<file path="config.mk">
export PLATFORM = sky130hd
export DESIGN_NAME = hazard_pipe_top
export DESIGN_NICKNAME = d
export VERILOG_FILES = /design/src/source/pipe_pkg.sv /design/src/source/hazard_pipe_top.sv /design/src/source/stall_unit.sv /design/src/source/mdu_occupancy.sv /design/src/source/stage_reg.sv /design/src/source/instr_decoder.sv
export SDC_FILE = /design/constraint.sdc
export NUM_CORES = 1
export LEC_CHECK = 0
export BUFFER_PORTS_ARGS = -buffer_cell sky130_fd_sc_hd__buf_4
export CAP_MARGIN = 20
export CORE_AREA = 2 2 108 110
export DETAILED_ROUTE_END_ITERATION = 10
export DIE_AREA = 0 0 110 112
export PLACE_DENSITY_LB_ADDON = 0.08
export SYNTH_ARGS = -nofsm -noshare
export SYNTH_HDL_FRONTEND = slang
export SYNTH_SLANG_ARGS = --single-unit
</file>
<file path="constraint.sdc">
create_clock -name clk -period 7.28 [get_ports clk]
set_input_delay 0.728 -clock clk [delete_from_list [all_inputs] [get_ports clk]]
set_output_delay 0.728 -clock clk [all_outputs]
set_load 0.005 [all_outputs]
</file>
<file path="src/source/pipe_pkg.sv">
package pipe_pkg;

    ///////////////////////////////////////////////////////////////////////
    // Instruction encodings
    ///////////////////////////////////////////////////////////////////////

    // Primary opcodes, bits [31:26]
    typedef enum logic [5:0] {
        OP_SPECIAL = 6'h00,
        OP_BEQ     = 6'h04,
        OP_BNE     = 6'h05,
        OP_ADDI    = 6'h08,
        OP_ORI     = 6'h0d,
        OP_LUI     = 6'h0f,
        OP_LW      = 6'h23,
        OP_SW      = 6'h2b
    } op_t;

    // SPECIAL funct field, bits [5:0]
    typedef enum logic [5:0] {
        FN_JR   = 6'h08,
        FN_MFHI = 6'h10,
        FN_MTHI = 6'h11,
        FN_MFLO = 6'h12,
        FN_MTLO = 6'h13,
        FN_MULT = 6'h18,
        FN_DIV  = 6'h1a,
        FN_ADDU = 6'h21,
        FN_SUBU = 6'h23,
        FN_AND  = 6'h24,
        FN_OR   = 6'h25,
        FN_SLT  = 6'h2a
    } funct_t;

    typedef logic [4:0] reg_addr_t;

    // Tuse / Tnew in cycles, 3 means the operand is never read
    typedef logic [2:0] tcode_t;

    localparam tcode_t TCODE_NONE = 3'd3;

    ///////////////////////////////////////////////////////////////////////
    // Decoded instruction and stage payload
    ///////////////////////////////////////////////////////////////////////

    typedef struct packed {
        reg_addr_t rs;
        reg_addr_t rt;
        reg_addr_t dest;
        logic      r_calc;
        logic      i_calc;
        logic      load;
        logic      store;
        logic      branch;
        logic      jump_reg;
        logic      md;
        logic      mf;
        logic      mt;
        logic      is_div;
    } decoded_t;

    typedef struct packed {
        logic [31:0] instr;
    } stage_t;

    // sll r0, r0, 0 encodes as all zeros
    localparam logic [31:0] NOP_WORD = 32'h0000_0000;

    localparam int MULT_CYCLES_DEFAULT = 5;
    localparam int DIV_CYCLES_DEFAULT  = 10;

endpackage
</file>
<file path="src/source/hazard_pipe_top.sv">
module hazard_pipe_top #(
    parameter int MULT_CYCLES = pipe_pkg::MULT_CYCLES_DEFAULT,
    parameter int DIV_CYCLES  = pipe_pkg::DIV_CYCLES_DEFAULT
) (
    input  logic        clk,
    input  logic        rst_n,
    input  logic [31:0] fetch_instr,
    output logic        stall,
    output logic [31:0] d_instr,
    output logic [31:0] e_instr,
    output logic [31:0] m_instr,
    output logic        mdu_busy
);
    import pipe_pkg::*;

    stage_t   f_stage;
    stage_t   d_stage;
    stage_t   e_stage;
    stage_t   m_stage;

    decoded_t d_dec;
    decoded_t e_dec;
    decoded_t m_dec;

    logic     mdu_start;

    assign f_stage = '{instr: fetch_instr};
    assign d_instr = d_stage.instr;
    assign e_instr = e_stage.instr;
    assign m_instr = m_stage.instr;

    ///////////////////////////////////////////////////////////////////////
    // Stage registers
    ///////////////////////////////////////////////////////////////////////

    // Decode holds its word during a stall
    stage_reg #(.payload_t(stage_t)) fd_reg (
        .clk    (clk),
        .rst_n  (rst_n),
        .hold   (stall),
        .bubble (1'b0),
        .d      (f_stage),
        .q      (d_stage)
    );

    // Execute takes a bubble during a stall
    stage_reg #(.payload_t(stage_t)) de_reg (
        .clk    (clk),
        .rst_n  (rst_n),
        .hold   (1'b0),
        .bubble (stall),
        .d      (d_stage),
        .q      (e_stage)
    );

    stage_reg #(.payload_t(stage_t)) em_reg (
        .clk    (clk),
        .rst_n  (rst_n),
        .hold   (1'b0),
        .bubble (1'b0),
        .d      (e_stage),
        .q      (m_stage)
    );

    ///////////////////////////////////////////////////////////////////////
    // Per-stage decode and hazard logic
    ///////////////////////////////////////////////////////////////////////

    instr_decoder d_decoder (.instr(d_stage.instr), .dec(d_dec));
    instr_decoder e_decoder (.instr(e_stage.instr), .dec(e_dec));
    instr_decoder m_decoder (.instr(m_stage.instr), .dec(m_dec));

    mdu_occupancy #(
        .MULT_CYCLES (MULT_CYCLES),
        .DIV_CYCLES  (DIV_CYCLES)
    ) mdu_track (
        .clk   (clk),
        .rst_n (rst_n),
        .e_dec (e_dec),
        .start (mdu_start),
        .busy  (mdu_busy)
    );

    stall_unit hazard_ctrl (
        .d_dec     (d_dec),
        .e_dec     (e_dec),
        .m_dec     (m_dec),
        .mdu_start (mdu_start),
        .mdu_busy  (mdu_busy),
        .stall     (stall)
    );

endmodule

</file>
<file path="src/source/stall_unit.sv">
module stall_unit (
    input  pipe_pkg::decoded_t d_dec,
    input  pipe_pkg::decoded_t e_dec,
    input  pipe_pkg::decoded_t m_dec,
    input  logic               mdu_start,
    input  logic               mdu_busy,
    output logic               stall
);
    import pipe_pkg::*;

    tcode_t tuse_rs;
    tcode_t tuse_rt;
    tcode_t e_tnew;
    tcode_t m_tnew;

    logic e_stall_rs;
    logic e_stall_rt;
    logic m_stall_rs;
    logic m_stall_rt;
    logic mdu_stall;

    // True when a result from an older stage arrives too late
    function automatic logic conflict(
        input reg_addr_t dest,
        input reg_addr_t src,
        input tcode_t    tnew,
        input tcode_t    tuse
    );
        logic same_reg;
        same_reg = (dest == src) && (src != '0);
        return same_reg && (tnew > tuse);
    endfunction

    ///////////////////////////////////////////////////////////////////////
    // Tuse in decode
    ///////////////////////////////////////////////////////////////////////

    always_comb begin
        if (d_dec.branch || d_dec.jump_reg) begin
            tuse_rs = 3'd0;
        end else if (d_dec.r_calc || d_dec.i_calc || d_dec.load || d_dec.store ||
                     d_dec.mt || d_dec.md) begin
            tuse_rs = 3'd1;
        end else begin
            tuse_rs = TCODE_NONE;
        end
    end

    always_comb begin
        if (d_dec.branch) begin
            tuse_rt = 3'd0;
        end else if (d_dec.r_calc || d_dec.md) begin
            tuse_rt = 3'd1;
        end else if (d_dec.store) begin
            // Store data is needed only in memory
            tuse_rt = 3'd2;
        end else begin
            tuse_rt = TCODE_NONE;
        end
    end

    ///////////////////////////////////////////////////////////////////////
    // Tnew in execute and memory
    ///////////////////////////////////////////////////////////////////////

    always_comb begin
        if (e_dec.r_calc || e_dec.i_calc || e_dec.mf) begin
            e_tnew = 3'd1;
        end else if (e_dec.load) begin
            e_tnew = 3'd2;
        end else begin
            e_tnew = 3'd0;
        end
    end

    assign m_tnew = m_dec.load ? 3'd1 : 3'd0;

    // Register conflicts
    assign e_stall_rs = conflict(e_dec.dest, d_dec.rs, e_tnew, tuse_rs);
    assign e_stall_rt = conflict(e_dec.dest, d_dec.rt, e_tnew, tuse_rt);
    assign m_stall_rs = conflict(m_dec.dest, d_dec.rs, m_tnew, tuse_rs);
    assign m_stall_rt = conflict(m_dec.dest, d_dec.rt, m_tnew, tuse_rt);

    // Any HI/LO access waits for the unit to drain
    assign mdu_stall = (d_dec.md || d_dec.mf || d_dec.mt) && (mdu_start || mdu_busy);

    assign stall = e_stall_rs | e_stall_rt | m_stall_rs | m_stall_rt | mdu_stall;

endmodule

</file>
<file path="src/source/mdu_occupancy.sv">
module mdu_occupancy #(
    parameter int MULT_CYCLES = pipe_pkg::MULT_CYCLES_DEFAULT,
    parameter int DIV_CYCLES  = pipe_pkg::DIV_CYCLES_DEFAULT
) (
    input  logic               clk,
    input  logic               rst_n,
    input  pipe_pkg::decoded_t e_dec,
    output logic               start,
    output logic               busy
);
    import pipe_pkg::*;

    localparam int MAX_CYCLES = (DIV_CYCLES > MULT_CYCLES) ? DIV_CYCLES : MULT_CYCLES;
    localparam int CNT_W      = $clog2(MAX_CYCLES + 1);

    // Cycles left after the start cycle
    localparam logic [CNT_W-1:0] MULT_LOAD = CNT_W'(MULT_CYCLES - 1);
    localparam logic [CNT_W-1:0] DIV_LOAD  = CNT_W'(DIV_CYCLES - 1);

    decoded_t         op_dec;
    logic [CNT_W-1:0] count;

    assign op_dec = e_dec;

    // mult or div sitting in execute
    assign start = op_dec.md;

    ///////////////////////////////////////////////////////////////////////
    // Busy down-counter
    ///////////////////////////////////////////////////////////////////////

    always_ff @(posedge clk) begin
        if (!rst_n) begin
            count <= '0;
        end else if (start) begin
            count <= op_dec.is_div ? DIV_LOAD : MULT_LOAD;
        end else if (count != '0) begin
            count <= count - 1'b1;
        end
    end

    assign busy = (count != '0);

endmodule

</file>
<file path="src/source/stage_reg.sv">
module stage_reg #(
    parameter type payload_t = logic [31:0]
) (
    input  logic     clk,
    input  logic     rst_n,
    input  logic     hold,
    input  logic     bubble,
    input  payload_t d,
    output payload_t q
);

    ///////////////////////////////////////////////////////////////////////
    // Stage register
    ///////////////////////////////////////////////////////////////////////

    // All-zero payload is the bubble
    always_ff @(posedge clk) begin
        if (!rst_n) begin
            q <= '0;
        end else if (hold) begin
            q <= q;
        end else if (bubble) begin
            q <= '0;
        end else begin
            q <= d;
        end
    end

endmodule

</file>
<file path="src/source/instr_decoder.sv">
module instr_decoder (
    input  logic [31:0]        instr,
    output pipe_pkg::decoded_t dec
);
    import pipe_pkg::*;

    op_t       op;
    funct_t    fn;
    reg_addr_t rd;

    // Field slices
    assign op = op_t'(instr[31:26]);
    assign fn = funct_t'(instr[5:0]);
    assign rd = instr[15:11];

    ///////////////////////////////////////////////////////////////////////
    // Class flags
    ///////////////////////////////////////////////////////////////////////

    always_comb begin
        dec      = '0;
        dec.rs   = instr[25:21];
        dec.rt   = instr[20:16];

        case (op)
            OP_SPECIAL: begin
                case (fn)
                    FN_ADDU, FN_SUBU, FN_AND, FN_OR, FN_SLT: begin
                        dec.r_calc = 1'b1;
                    end
                    FN_JR: begin
                        dec.jump_reg = 1'b1;
                    end
                    FN_MULT: begin
                        dec.md = 1'b1;
                    end
                    FN_DIV: begin
                        dec.md     = 1'b1;
                        dec.is_div = 1'b1;
                    end
                    FN_MFHI, FN_MFLO: begin
                        dec.mf = 1'b1;
                    end
                    FN_MTHI, FN_MTLO: begin
                        dec.mt = 1'b1;
                    end
                    // sll and anything else behaves as a bubble
                    default: ;
                endcase
            end
            OP_ADDI, OP_ORI, OP_LUI: begin
                dec.i_calc = 1'b1;
            end
            OP_LW: begin
                dec.load = 1'b1;
            end
            OP_SW: begin
                dec.store = 1'b1;
            end
            OP_BEQ, OP_BNE: begin
                dec.branch = 1'b1;
            end
            default: ;
        endcase

        // Destination register by class
        if (dec.r_calc || dec.mf) begin
            dec.dest = rd;
        end else if (dec.i_calc || dec.load) begin
            dec.dest = dec.rt;
        end else begin
            dec.dest = '0;
        end
    end

endmodule

</file>
---- Word-level counts from Yosys, hierarchy flattened ----
Index checks and enable logic that the tools add are counted.
storage, ports and cells
  input bits .............................. 34
  bits in registers ....................... 100
  logic and storage cells ................. 158
  output and inout port bits .............. 98
cells by class
  magnitude comparators ................... 4
  add/subtract/negate cells ............... 1
  multiplexer cells ....................... 44
  reductions and logical operators ........ 48
  eq/ne operators ......................... 52
  bitwise logic cells ..................... 5
operators by type and width
  operator               count
  $eq A6 B6 Y1 const B   19
  $eq A6 B5 Y1 const B   17
  $eq A6 B4 Y1 const B   10
  $mux W1                28
  $mux W5                5
  $eq A5 B5 Y1           4
  $reduce_or A2 Y1       10
  $logic_not A6 Y1       3
  $logic_or A1 B1 Y1     16
  $mux W4                4
  $mux W3                5
  $reduce_or A5 Y1       3
  $eq A6 B3 Y1 const B   2
  $gt A3 B3 Y1           4
  $reduce_bool A5 Y1     2
  $logic_and A1 B1 Y1    9
  $reduce_or A3 Y1       3
  $mux W2                2
  $or A1 B1 Y1           4
  $reduce_bool A4 Y1     1
  $sub A4 B1 Y4 const B  1
  $reduce_bool A2 Y1     1
  $not A1 Y1             1

---- Depth between registers and ports, before layout ----
Gate-level depths: netlist of the first run.
  depth after elaboration ................. 18
  mapped depth ............................ 14
  gate-level depth less buffers ........... 12

---- Cells and area by module ----
Synthesis of the first run repeated with hierarchy kept, for this count alone.
second synthesis, totals
  cells, all modules ...................... 668
  area total of the unflattened synthesis .. 5735.5 µm²
by module, submodules not included
  module           cells each  sequential area each (µm²)  area an instance (µm²)  times used
  stage_reg        142         640.6                       1271.2                  3
  instr_decoder    54          0.0                         412.9                   3
  stall_unit       55          0.0                         441.7                   1
  mdu_occupancy    24          80.1                        237.7                   1
  hazard_pipe_top  1           0.0                         3.8                     1

---- Least setup slack after synthesis of the first run ----
No wires, ideal clock.
  kind .................................... register -> output
  from .................................... reg fd_reg.q[31] in the netlist's numbering
  to ...................................... out stall
  required time ........................... 6.552 ns
  arrival time ............................ 2.942 ns
  cell stages (with the launch flop) ...... 10
  setup slack ............................. 3.610 ns
  path through ............................ dfxtp_1 > nor4_1 > nand3_1 > o311ai_0 > ha_1 > a211oi_1 > o2111ai_1 > or4b_1 > nor2b_1 > o2111ai_1
on the way
  longest elaborated chain between the ends .. 16
  elaborated cells on any way between the ends .. 43
RTL lines
  element                           line                  text
  start: declaration                stage_reg.sv:9        output payload_t q
  start signal: assignment          stage_reg.sv:21       q <= q;
  $eq A6 B4 Y1                      instr_decoder.sv:25   case (op)
  $reduce_or A3 Y1                  instr_decoder.sv:25
  $mux W1                           instr_decoder.sv:25
  $logic_or A1 B1 Y1 (4 in series)  stall_unit.sv:41      end else if (d_dec.r_calc || d_dec.i_calc || d_dec.load || d_dec.store ||
  $logic_or A1 B1 Y1                stall_unit.sv:42      d_dec.mt || d_dec.md) begin
  $mux W2                           stall_unit.sv:41
  $mux W3                           stall_unit.sv:39      if (d_dec.branch || d_dec.jump_reg) begin
  $gt A3 B3 Y1                      stall_unit.sv:31      return same_reg && (tnew > tuse);
  $logic_and A1 B1 Y1               stall_unit.sv:31
  $or A1 B1 Y1 (3 in series)        stall_unit.sv:87      assign stall = e_stall_rs | e_stall_rt | m_stall_rs | m_stall_rt | mdu_stall;
  $or A1 B1 Y1 *                    stall_unit.sv:87
  end: declaration                  hazard_pipe_top.sv:8  output logic stall,
Mark *: on every way between the ends. The rest lies on a longest branch, timed or not.

---- Final worst setup path of the first run ----
  from .................................... reg fd_reg.q[27] in the netlist's numbering
  to ...................................... out stall
The elaborated chain is that of the path after synthesis.

==> results of run 1 <==
[synthesized netlist by cell type (all sizes together), types with 8 or more instances]
cell | number | area share
a211oi | 9 | 0.017
a21oi | 12 | 0.013
and2 | 29 | 0.037
and3 | 24 | 0.032
clkbuf | 15 | 0.026
dfxtp | 100 | 0.41
ha | 8 | 0.020
inv | 22 | 0.017
mux2i | 34 | 0.069
nand2 | 77 | 0.059
nand3 | 8 | 0.0081
nor2 | 20 | 0.015
nor3 | 17 | 0.018
o211ai | 8 | 0.012
o21ai | 11 | 0.011
or3 | 9 | 0.012
[logic make-up (layout without fill, tap and decap cells)]
group | Yosys count | after routing | synth area share
buffers and inverters | 46 | 172 | 0.0616
AND/OR/NAND/NOR | 237 | 237 | 0.267
adder cells (fa/ha/maj) | 8 | 8 | 0.0203
AO/OA/AOI/OAI | 94 | 94 | 0.157
XOR/XNOR | 11 | 11 | 0.0195
flip-flops | 100 | 100 | 0.406
multiplexers | 34 | 34 | 0.0690
[flip-flops by register name, summed over array words and instances, names as in the netlist]
signal           flops
de_reg.q            32
em_reg.q            32
fd_reg.q            32
mdu_track.count      4
[worst reg2reg max path, cell delays in order, from the launching register on]
cell and delay [ps]:
dfxtp_1 380, nor4_1 580, nand3_1 170, o311ai_0 680
ha_1 380, a21oi_1 130, a211oi_1 70, nor4b_2 190
nor4_4 500, buf_4 610, mux2i_1 310
[stage by stage]
| step | cell area [sq um] | utilization |
|---|---|---|
| finish | 6180 | 0.553 |
| global placement | 5890 | 0.527 |
| detailed placement | 5890 | 0.527 |
| global route | 6180 | 0.553 |
| floorplan | 4930 | - |
| CTS | 6180 | 0.553 |
[per-layer routing]
metal / vias to the layer above / GRT usage / share of wire
met3: 21 / 0.0468 / 0.060
met5: - / 0 / 0
met2: 136 / 0.374 / 0.47
met4: 0 / 0.0802 / 0.017
li1: 2158 / - / -
met1: 2037 / 0.322 / 0.46
[worst max path at each step]
| stage | cells past startpoint | slack [ps] | from | end |
|---|---|---|---|---|
| 4_1_cts | 10 | 2620 | fd_reg.q[27] | stall |
| 3_5_place_dp | 10 | 2990 | fd_reg.q[27] | stall |
| 5_1_grt | 10 | 2450 | fd_reg.q[27] | stall |
| 2_1_floorplan | 9 | 3610 | fd_reg.q[31] | stall |
| 6_report | 10 | 2620 | fd_reg.q[27] | stall |
| 3_3_place_gp | 10 | 3170 | fd_reg.q[31] | stall |
[cell type report]
type | instances | area (sq um) | area share
Multi-Input combinational cell | 384 | 2630 | 0.425
Sequential cell | 100 | 2000 | 0.324
Timing Repair Buffer | 133 | 998 | 0.162
Clock buffer | 10 | 229 | 0.0371
Tap cell | 143 | 179 | 0.0290
Inverter | 23 | 86.3 | 0.0140
Clock inverter | 6 | 55.1 | 0.00891
[cells in the final DEF, fill, tap and decap left out, drive strengths merged, types with 10 or more instances in the layout]
cell type,count
nor3,17
inv,25
o21ai,11
a21oi,12
buf,133
nor2,20
clkbuf,10
nand2,77
mux2i,34
dfxtp,100
and2,29
and3,24
[power breakdown]
group | switching, mW | internal, mW
registers | 0.0509 | 0.585
logic | 0.125 | 0.130
clock network | 0.222 | 0.239
total | 0.397 | 0.954
==> qor.yml, run 1 <==
cp-end-kind: "primary output"
worst_pin_slew_ps: 991
critPathMaxFanout: 7
gr-usage-all-layers: 0.237
crit_chain: "nor4_1 > nand3_1 > o311ai_0 > ha_1 > a211oi_1 > o2111ai_1 > or4b_1 > nor2b_1 > o2111ai_1 > buf_4"
clock_sinks: 100
slew_violations: 0
stdcell_count: 799
critPathLaunchType: "flip-flop"
cts_root_buf: "clkbuf_16"
status: "finished, final reports clean"
core_sq_mm: 0.0112
numPortBuffers: 131
clock_path_buffers: 2
setup_viol: 0
insertedDiodeCount: 0
cts_inserted_buffers: 9
crit_buf_inv: 1
netlist_instances: 530
antenna_found_initial: 0
yosysSeqAreaShare: 0.406
syn_area_sq_mm: 0.00493
cts_setup_buffers: 0
cp.arrival_ps: 3940
firstDrtPassIters: 4
nFillCells: 1046
max-slew-margin-rel: 0.339
area_growth_pct: 25.2
cts_tree: "yes"
ys_types: 77
async_flop_share: 0
dp_worst_setup_slack_ps: 2990
grt_max_degree: 116
drive_gt1_frac: 0.268
synth_edf_count: 0
ctsHoldBuffers: 0
yosys_warnings: 0
slowest_delay_ps: 680
dpl.hpwl_mm: 10.6
worst_r2r_endpoint: "fd_reg.q[6]"
worst_path_most_repeated_cell: "o2111ai_1"
wl_mm: 14.2
max-cap-violations: 0
htreeDepth: 3
insertion_delay_ps: 350
drc: 0
gr-total-overflow: 0
slowest_stage: "o311ai_0"
required_ps: 6550
setup_ws_ps: 2620
reg2regPathDepth: 10
whs_endpoint: "em_reg.q[10]"
tns_ps: 0
via_per_inst: 5.45
ios: 132
leakage_nw: 2.89
hp-class: "reg -> reg"
first_global_vias: 4248
clk_pin_slew_ps: 80
post_cts_resize_count: 0
num_rows: 39
place_congestion: 0.850
fin_crit_ps: 4660
avgSynthCellArea_sq_um: 9.31
min_from: "de_reg.q[10]"
total_power_mw: 1.35
die_w_microns: 110
power_density_mw_per_mm2: 219
r2r_setup_slack_ps: 3200
clock.fmax_ghz: 0.214
cp_top_family: "simple AND/OR/NAND/NOR gates"
timing.hold.ws_ps: 463
reg2reg_from: "fd_reg.q[27]"
fin_nets: 693
initial_core_util: 0.441
grt_pass1_wl_mm: 22.3
die_h_microns: 112
skew_ps: 9.18
via_count: 4352
period_share: 0.641
yosys_register_bits: 100
wire_per_inst_microns: 17.8
hold_violations: 0
drtIter0Drc: 224
dp_cells: 783
synthesis.nets: 572
ant_nets: 0
grt_setup_unrepaired: "false"
holdPathStages: 1
die_area_sq_mm: 0.0123
synth_flop_cell: "dfxtp_1"
path_class: "reg -> out"
vdd_drop_max_v: 0.000156
No activity file was read; power rests on OpenSTA's default activity.
==> run 2, diff against run 1 <==
==> constraint.sdc (replaced) <==
create_clock -name clk -period 4.5 [get_ports clk]
set_input_delay 0.45 -clock clk [delete_from_list [all_inputs] [get_ports clk]]
set_output_delay 0.45 -clock clk [all_outputs]
set_load 0.005 [all_outputs]
==> run 2 against run 1 <==
Net effect: die area is the same; non-clock buffer count is 2 higher; setup slack lost 2100 ps; first-iteration DRC count rose by 7.1%.
==> qor.yml, run 2 (synthesis gave the netlist of run 1 again) <==
tns_ps: 0  # unchanged
clock_sinks: 100  # unchanged
timing.hold.ws_ps: 352  # was 463 ps
num_rows: 39  # unchanged
place_area_sq_mm: 0.00592  # was 0.00589 sq mm
firstDrtPassIters: 4  # unchanged
fin_crit_ps: 4030
crit_buf_inv: 1  # unchanged
clk_pin_slew_ps: 70  # was 80 ps
skew_ps: 6.23  # was 9.18 ps
grt_pass1_wl_mm: 21.9  # was 22.3 mm
worst_path_most_repeated_cell: "o2111ai_1"  # unchanged
slowest_delay_ps: 580  # was 680 ps
fin_area_sq_mm: 0.00621  # was 0.00618 sq mm
post_cts_resize_count: 0  # unchanged
dpl.hpwl_mm: 10.5  # was 10.6 mm
area_growth_pct: 25.9  # was 25.2%
required_ps: 4050  # was 6550 ps
wl_mm: 13.9  # was 14.2 mm
grt_setup_unrepaired: "false"  # unchanged
hold_violations: 0  # unchanged
die_w_microns: 110  # unchanged
die_h_microns: 112  # unchanged
grt_max_degree: 116  # unchanged
gr-usage-all-layers: 0.232  # was 0.237
stdcell_count: 800  # was 799
numPortBuffers: 131  # unchanged
via_count: 4345  # was 4352
via_per_inst: 5.43  # was 5.45
slowest_stage: "or4b_1"  # was o311ai_0
post-route-util: 0.556  # was 0.553
drive_gt1_frac: 0.269  # was 0.268
cp_top_family: "simple AND/OR/NAND/NOR gates"  # unchanged
insertedDiodeCount: 0  # unchanged
dp_worst_setup_slack_ps: 830  # was 2990 ps
drtIter0Drc: 240  # was 224
hp-class: "in -> reg"  # was reg -> reg
critPathMaxFanout: 8  # was 7
first_global_vias: 4153  # was 4248
dp_cells: 785  # was 783
ant_nets: 0  # unchanged
status: "finished, final reports clean"  # unchanged
power_density_mw_per_mm2: 356  # was 219 mW/mm^2
cts_root_buf: "clkbuf_16"  # unchanged
drc: 0  # unchanged
cts_inserted_buffers: 9  # unchanged
final_cell_mix: "buf_4 (134), dfxtp_1 (100), nand2_1 (77), mux2i_1 (34), and2_1 (29)"  # was buf_4 (133), dfxtp_1 (100), nand2_1 (77), mux2i_1 (34), and2_1 (29)
setup_viol: 0  # unchanged
cp-end-kind: "primary output"  # unchanged
fin_nets: 695  # was 693
initial_core_util: 0.441  # unchanged
reg.largest.list: "de_reg.q x32, em_reg.q x32, fd_reg.q x32"  # unchanged
antenna_found_initial: 0  # unchanged
cp.arrival_ps: 3580  # was 3940 ps
r2r_setup_slack_ps: 990  # was 3200 ps
die_area_sq_mm: 0.0123  # unchanged
cts_setup_buffers: 0  # unchanged
wire_per_inst_microns: 17.4  # was 17.8 microns
setup_ws_ps: 475  # was 2620 ps
critPathLaunchType: "flip-flop"  # unchanged
period_share: 0.894
total_power_mw: 2.21  # was 1.35 mW
slew_violations: 0  # unchanged
max-cap-violations: 0  # unchanged
path_class: "reg -> out"  # unchanged
place_congestion: 0.917  # was 0.850
worst_pin_slew_ps: 996  # was 991 ps
core_sq_mm: 0.0112  # unchanged
final_common_cell: "buf_4"  # unchanged
crit_chain: "or2_2 > or4_4 > a21oi_2 > a21oi_1 > ha_1 > a211oi_1 > o2111ai_1 > or4b_1 > nor2b_1 > o2111ai_1 > buf_4"  # was nor4_1 > nand3_1 > o311ai_0 > ha_1 > a211oi_1 > o2111ai_1 > or4b_1 > nor2b_1 > o2111ai_1 > buf_4
clock.fmax_ghz: 0.248
leakage_nw: 2.91  # was 2.89 nW
ios: 132  # unchanged
vdd_drop_max_v: 0.000232  # was 0.000156 V
max-slew-margin-rel: 0.336  # was 0.339
gr-total-overflow: 0  # unchanged
insertion_delay_ps: 350  # about the same
cts_tree: "yes"  # unchanged
clock_path_buffers: 2  # unchanged
ctsHoldBuffers: 0  # unchanged
htreeDepth: 3  # unchanged
-- run 2: power breakdown --
group | internal (mW) | total (mW) | switching, mW
Sequential | 0.947 | 1.03 | 0.0796
Combinational | 0.213 | 0.415 | 0.202
Clock | 0.431 | 0.770 | 0.339
-- run 2: worst reg2reg max path: stages (launching register included) --
cell and delay [ps]:
dfxtp_1 370, or2_2 330, or4_4 440, a21oi_2 220, a21oi_1 120, ha_1 320
a211oi_1 430, nand3_1 190, a2111oi_4 420, nor4_4 80, buf_12 220, and3_2 260
-- run 2: layer usage --
metal,wire [microns],vias up,GRT usage
li1,-,2153,-
met1,6400,2043,0.317
met2,6500,129,0.363
met3,761,20,0.0392
met4,275,0,0.0852
met5,0,-,0
-- run 2: area by class of cell --
type / instances / area [sq um]
Multi-Input combinational cell: 384 / 2630
Clock buffer: 10 / 229
Sequential cell: 100 / 2000
Timing Repair Buffer: 135 / 1030
Inverter: 23 / 86.3
Clock inverter: 5 / 60.1
Tap cell: 143 / 179
Fill cell: 1046 / 4970
-- run 2: path summary, 6_finish.rpt --
path,startpoint,to,cells past startpoint
setup / recovery,de_reg.q[28],stall,11
hold / removal,fetch_instr[18],fd_reg.q[18],3
setup reg to reg,de_reg.q[28],de_reg.q[1],11
hold reg to reg,de_reg.q[24],em_reg.q[24],1
==> run 3, diff against run 2 <==
--- a/config.mk
+++ b/config.mk
@@ -5,11 +5,13 @@
 export SDC_FILE = /design/constraint.sdc
 export NUM_CORES = 1
 export LEC_CHECK = 0
+export ABC_AREA = 1
 export BUFFER_PORTS_ARGS = -buffer_cell sky130_fd_sc_hd__buf_4
 export CAP_MARGIN = 20
-export CORE_AREA = 2 2 108 110
+export CORE_AREA = 2 2 105 107
+export CTS_CLUSTER_DIAMETER = 80
 export DETAILED_ROUTE_END_ITERATION = 10
-export DIE_AREA = 0 0 110 112
+export DIE_AREA = 0 0 107 109
 export PLACE_DENSITY_LB_ADDON = 0.08
 export SYNTH_ARGS = -nofsm -noshare
 export SYNTH_HDL_FRONTEND = slang
==> run 3 against run 2 <==
Net effect: synthesized cell count is 31% higher; critical path depth is 4 higher; fmax grew 15%; first-iteration DRC count increased by 55%; critical path type unchanged.
==> qor.yml, run 3 <==
post_cts_resize_count: 0  # unchanged
yosysSeqAreaShare: 0.432  # was 0.406
via_count: 4526  # was 4345
worst_pin_slew_ps: 871  # was 996 ps
synth_commonest_cells: "nand2_1 (181), inv_1 (142), nor2_1 (103)"  # was dfxtp_1 (100), nand2_1 (77), mux2i_1 (34)
critPathMaxFanout: 21  # was 8
r2r_setup_slack_ps: 1070  # was 990 ps
cts_tree: "yes"  # unchanged
final_cell_mix: "nand2_1 (181), inv_1 (142), buf_4 (133), nor2_1 (103), dfxtp_1 (100)"  # was buf_4 (134), dfxtp_1 (100), nand2_1 (77), mux2i_1 (34), and2_1 (29)
drive_gt1_frac: 0.207  # was 0.269
multi_input_area_sq_mm: 0.00195  # was 0.00263 sq mm
tns_ps: 0  # unchanged
hold_violations: 0  # unchanged
clock_path_buffers: 2  # unchanged
synth_fa_ha_area_frac: 0.0216  # was 0.0203
ios: 132  # unchanged
synthXorXnorAreaFrac: 0.00567  # was 0.0195
synth_top_area_share: 0.432  # was 0.406
period_share: 0.778  # was 0.894
reg2regPathDepth: 15  # was 11
die_h_microns: 109  # was 112 microns
die_w_microns: 107  # was 110 microns
num_rows: 38  # was 39
nFillCells: 1050  # was 1046
yosys_warnings: 0  # unchanged
wl_mm: 12.4  # was 13.9 mm
wire_per_inst_microns: 12.9  # was 17.4 microns
place_congestion: 0.911  # was 0.917
synthesis.nets: 738  # was 572
initial_core_util: 0.437  # was 0.441
numPortBuffers: 131  # unchanged
via_per_inst: 4.70  # was 5.43
slowest_stage: "dfxtp_1"  # was or4b_1
fin_crit_ps: 3500  # was 4030 ps
ff_latch_area_sq_mm: 0.00200  # unchanged
cts_root_buf: "clkbuf_8"  # was clkbuf_16
gr-total-overflow: 0  # unchanged
core_sq_mm: 0.0106  # was 0.0112 sq mm
hp-class: "in -> reg"  # unchanged
ys_top_cells_by_area: "dfxtp_1 (43%), nand2_1 (15%), inv_1 (11%)"  # was dfxtp_1 (41%), mux2i_1 (6.9%), nand2_1 (5.9%)
min_from: "fetch_instr[3]"  # was fetch_instr[18]
cts_inserted_buffers: 9  # unchanged
reg2reg_from: "fd_reg.q[31]"  # was de_reg.q[28]
grt_pass1_wl_mm: 20.1  # was 21.9 mm
slowest_delay_ps: 350  # was 580 ps
antenna_found_initial: 0  # unchanged
synth.most_common_cell: "nand2_1"  # was dfxtp_1
slew_violations: 0  # unchanged
synth_top_area_cell: "dfxtp_1"  # unchanged
max-slew-margin-rel: 0.418  # was 0.336
cp-end-kind: "primary output"  # unchanged
cp_top_family: "simple AND/OR/NAND/NOR gates"  # unchanged
ys_types: 35  # was 77
clock.fmax_ghz: 0.286  # was 0.248 GHz
netlist_instances: 696  # was 530
drc: 0  # unchanged
drtIter0Drc: 371  # was 240
dpl.hpwl_mm: 9.48  # was 10.5 mm
skew_ps: 13.6  # was 6.23 ps
synth_flop_cell: "dfxtp_1"  # unchanged
path_class: "reg -> out"  # unchanged
final_common_cell: "nand2_1"  # was buf_4
worst_r2r_endpoint: "de_reg.q[29]"  # was de_reg.q[1]
async_flop_share: 0  # unchanged
grt_setup_unrepaired: "false"  # unchanged
synthSimpleGateAreaFrac: 0.367  # was 0.267
worst_path_most_repeated_cell: "nand3_1"  # was o2111ai_1
crit_buf_inv: 2  # was 1
critPathLaunchType: "flip-flop"  # unchanged
synth_compound_area_frac: 0.0246  # was 0.157
cp.arrival_ps: 3050  # was 3580 ps
required_ps: 4050  # about the same
crit_chain: "nor2_1 > nand3_1 > nand3b_1 > nand3_1 > ha_1 > a21oi_1 > a21oi_1 > nand2_1 > nor2_1 > nand3_1 > nand2_1 > nand2_2 > buf_4 > nand3_1 > buf_4"  # was or2_2 > or4_4 > a21oi_2 > a21oi_1 > ha_1 > a211oi_1 > o2111ai_1 > or4b_1 > nor2b_1 > o2111ai_1 > buf_4
htreeDepth: 3  # unchanged
reg.largest.list: "de_reg.q x32, em_reg.q x32, fd_reg.q x32"  # unchanged
syn_area_sq_mm: 0.00464  # was 0.00493 sq mm
area_growth_pct: 27.8  # was 25.9%
status: "finished, final reports clean"  # unchanged
ant_nets: 0  # unchanged
gr-usage-all-layers: 0.220  # was 0.232
cts_setup_buffers: 0  # unchanged
cp.depth: 15  # was 11
total_power_mw: 2.10  # was 2.21 mW
grt_max_degree: 69  # was 116
leakage_nw: 3.54  # was 2.91 nW
fin_nets: 859  # was 695
die_area_sq_mm: 0.0117  # was 0.0123 sq mm
avgSynthCellArea_sq_um: 6.66  # was 9.31 sq um
first_global_vias: 4048  # was 4153
insertion_delay_ps: 380  # was 350 ps
setup_viol: 0  # unchanged
ctsHoldBuffers: 0  # unchanged
holdPathStages: 5  # was 3
whs_endpoint: "fd_reg.q[3]"  # was fd_reg.q[18]
clk_pin_slew_ps: 90  # was 70 ps
vdd_drop_max_v: 0.000214  # was 0.000232 V
clock_sinks: 100  # unchanged
synth_top_family_by_area: "simple AND/OR/NAND/NOR gates"  # unchanged
firstDrtPassIters: 5  # was 4
synth_edf_count: 0  # unchanged
insertedDiodeCount: 0  # unchanged
power_density_mw_per_mm2: 355  # was 356 mW/mm^2
yosys_register_bits: 100  # unchanged
max-cap-violations: 0  # unchanged
synthMuxAreaShare: 0.00216  # was 0.0690
## run 3: worst min-delay path: stages
cell     delay [ps]
buf_4            70
inv_1            30
nand4_1          70
nand2_1          50
nor2_1           70
## run 3: kinds of logic after synthesis
group                    after synthesis
XOR/XNOR                               3
adder cells (fa/ha/maj)                8
flip-flops                           100
multiplexers                           1
buffers and inverters                173
AO/OA/AOI/OAI                         20
AND/OR/NAND/NOR                      391
## run 3: how the worst max path moves through the flow
stage               slack [ps]    startpoint           end
floorplan                 2020  fd_reg.q[31]         stall
CTS                       1030  fd_reg.q[31]         stall
finish                    1000  fd_reg.q[31]         stall
detailed placement        1100  fd_reg.q[31]   de_reg.q[3]
global route               560  fd_reg.q[31]   de_reg.q[0]
global placement          1230  fd_reg.q[31]  de_reg.q[28]
## run 3: layer usage
layer | track usage | vias to the layer above | routed length, microns
li1 | - | 2339 | -
met1 | 0.323 | 1992 | 6000
met2 | 0.313 | 177 | 5160
met3 | 0.0400 | 18 | 1030
met4 | 0.0965 | 0 | 249
met5 | 0 | - | 0
## run 3: layout make-up
class,instances,area share
inverter,150,0.0950
clock inverter,7,0.0182
tap,140,0.0296
timing repair buffer,133,0.169
multi-input combinational,423,0.330
clock buffer,9,0.0209
sequential,100,0.338
## run 3: report_power, final
part | switching [mW] | internal, mW
registers | 0.0570 | 0.954
logic | 0.240 | 0.200
clock network | 0.327 | 0.322
## run 3: per-stage QoR
stage                      util  cell area, sq um  setup WS, ps  hold WS, ps  cells
after global routing      0.559              5920           562          411    962
final                     0.559              5920           999          403    962
after CTS                 0.559              5920          1030          395    962
after floorplan               -              4640          2020          433    696
after detailed placement  0.537              5690          1100          431    946
after global placement    0.537              5690          1230          429    946
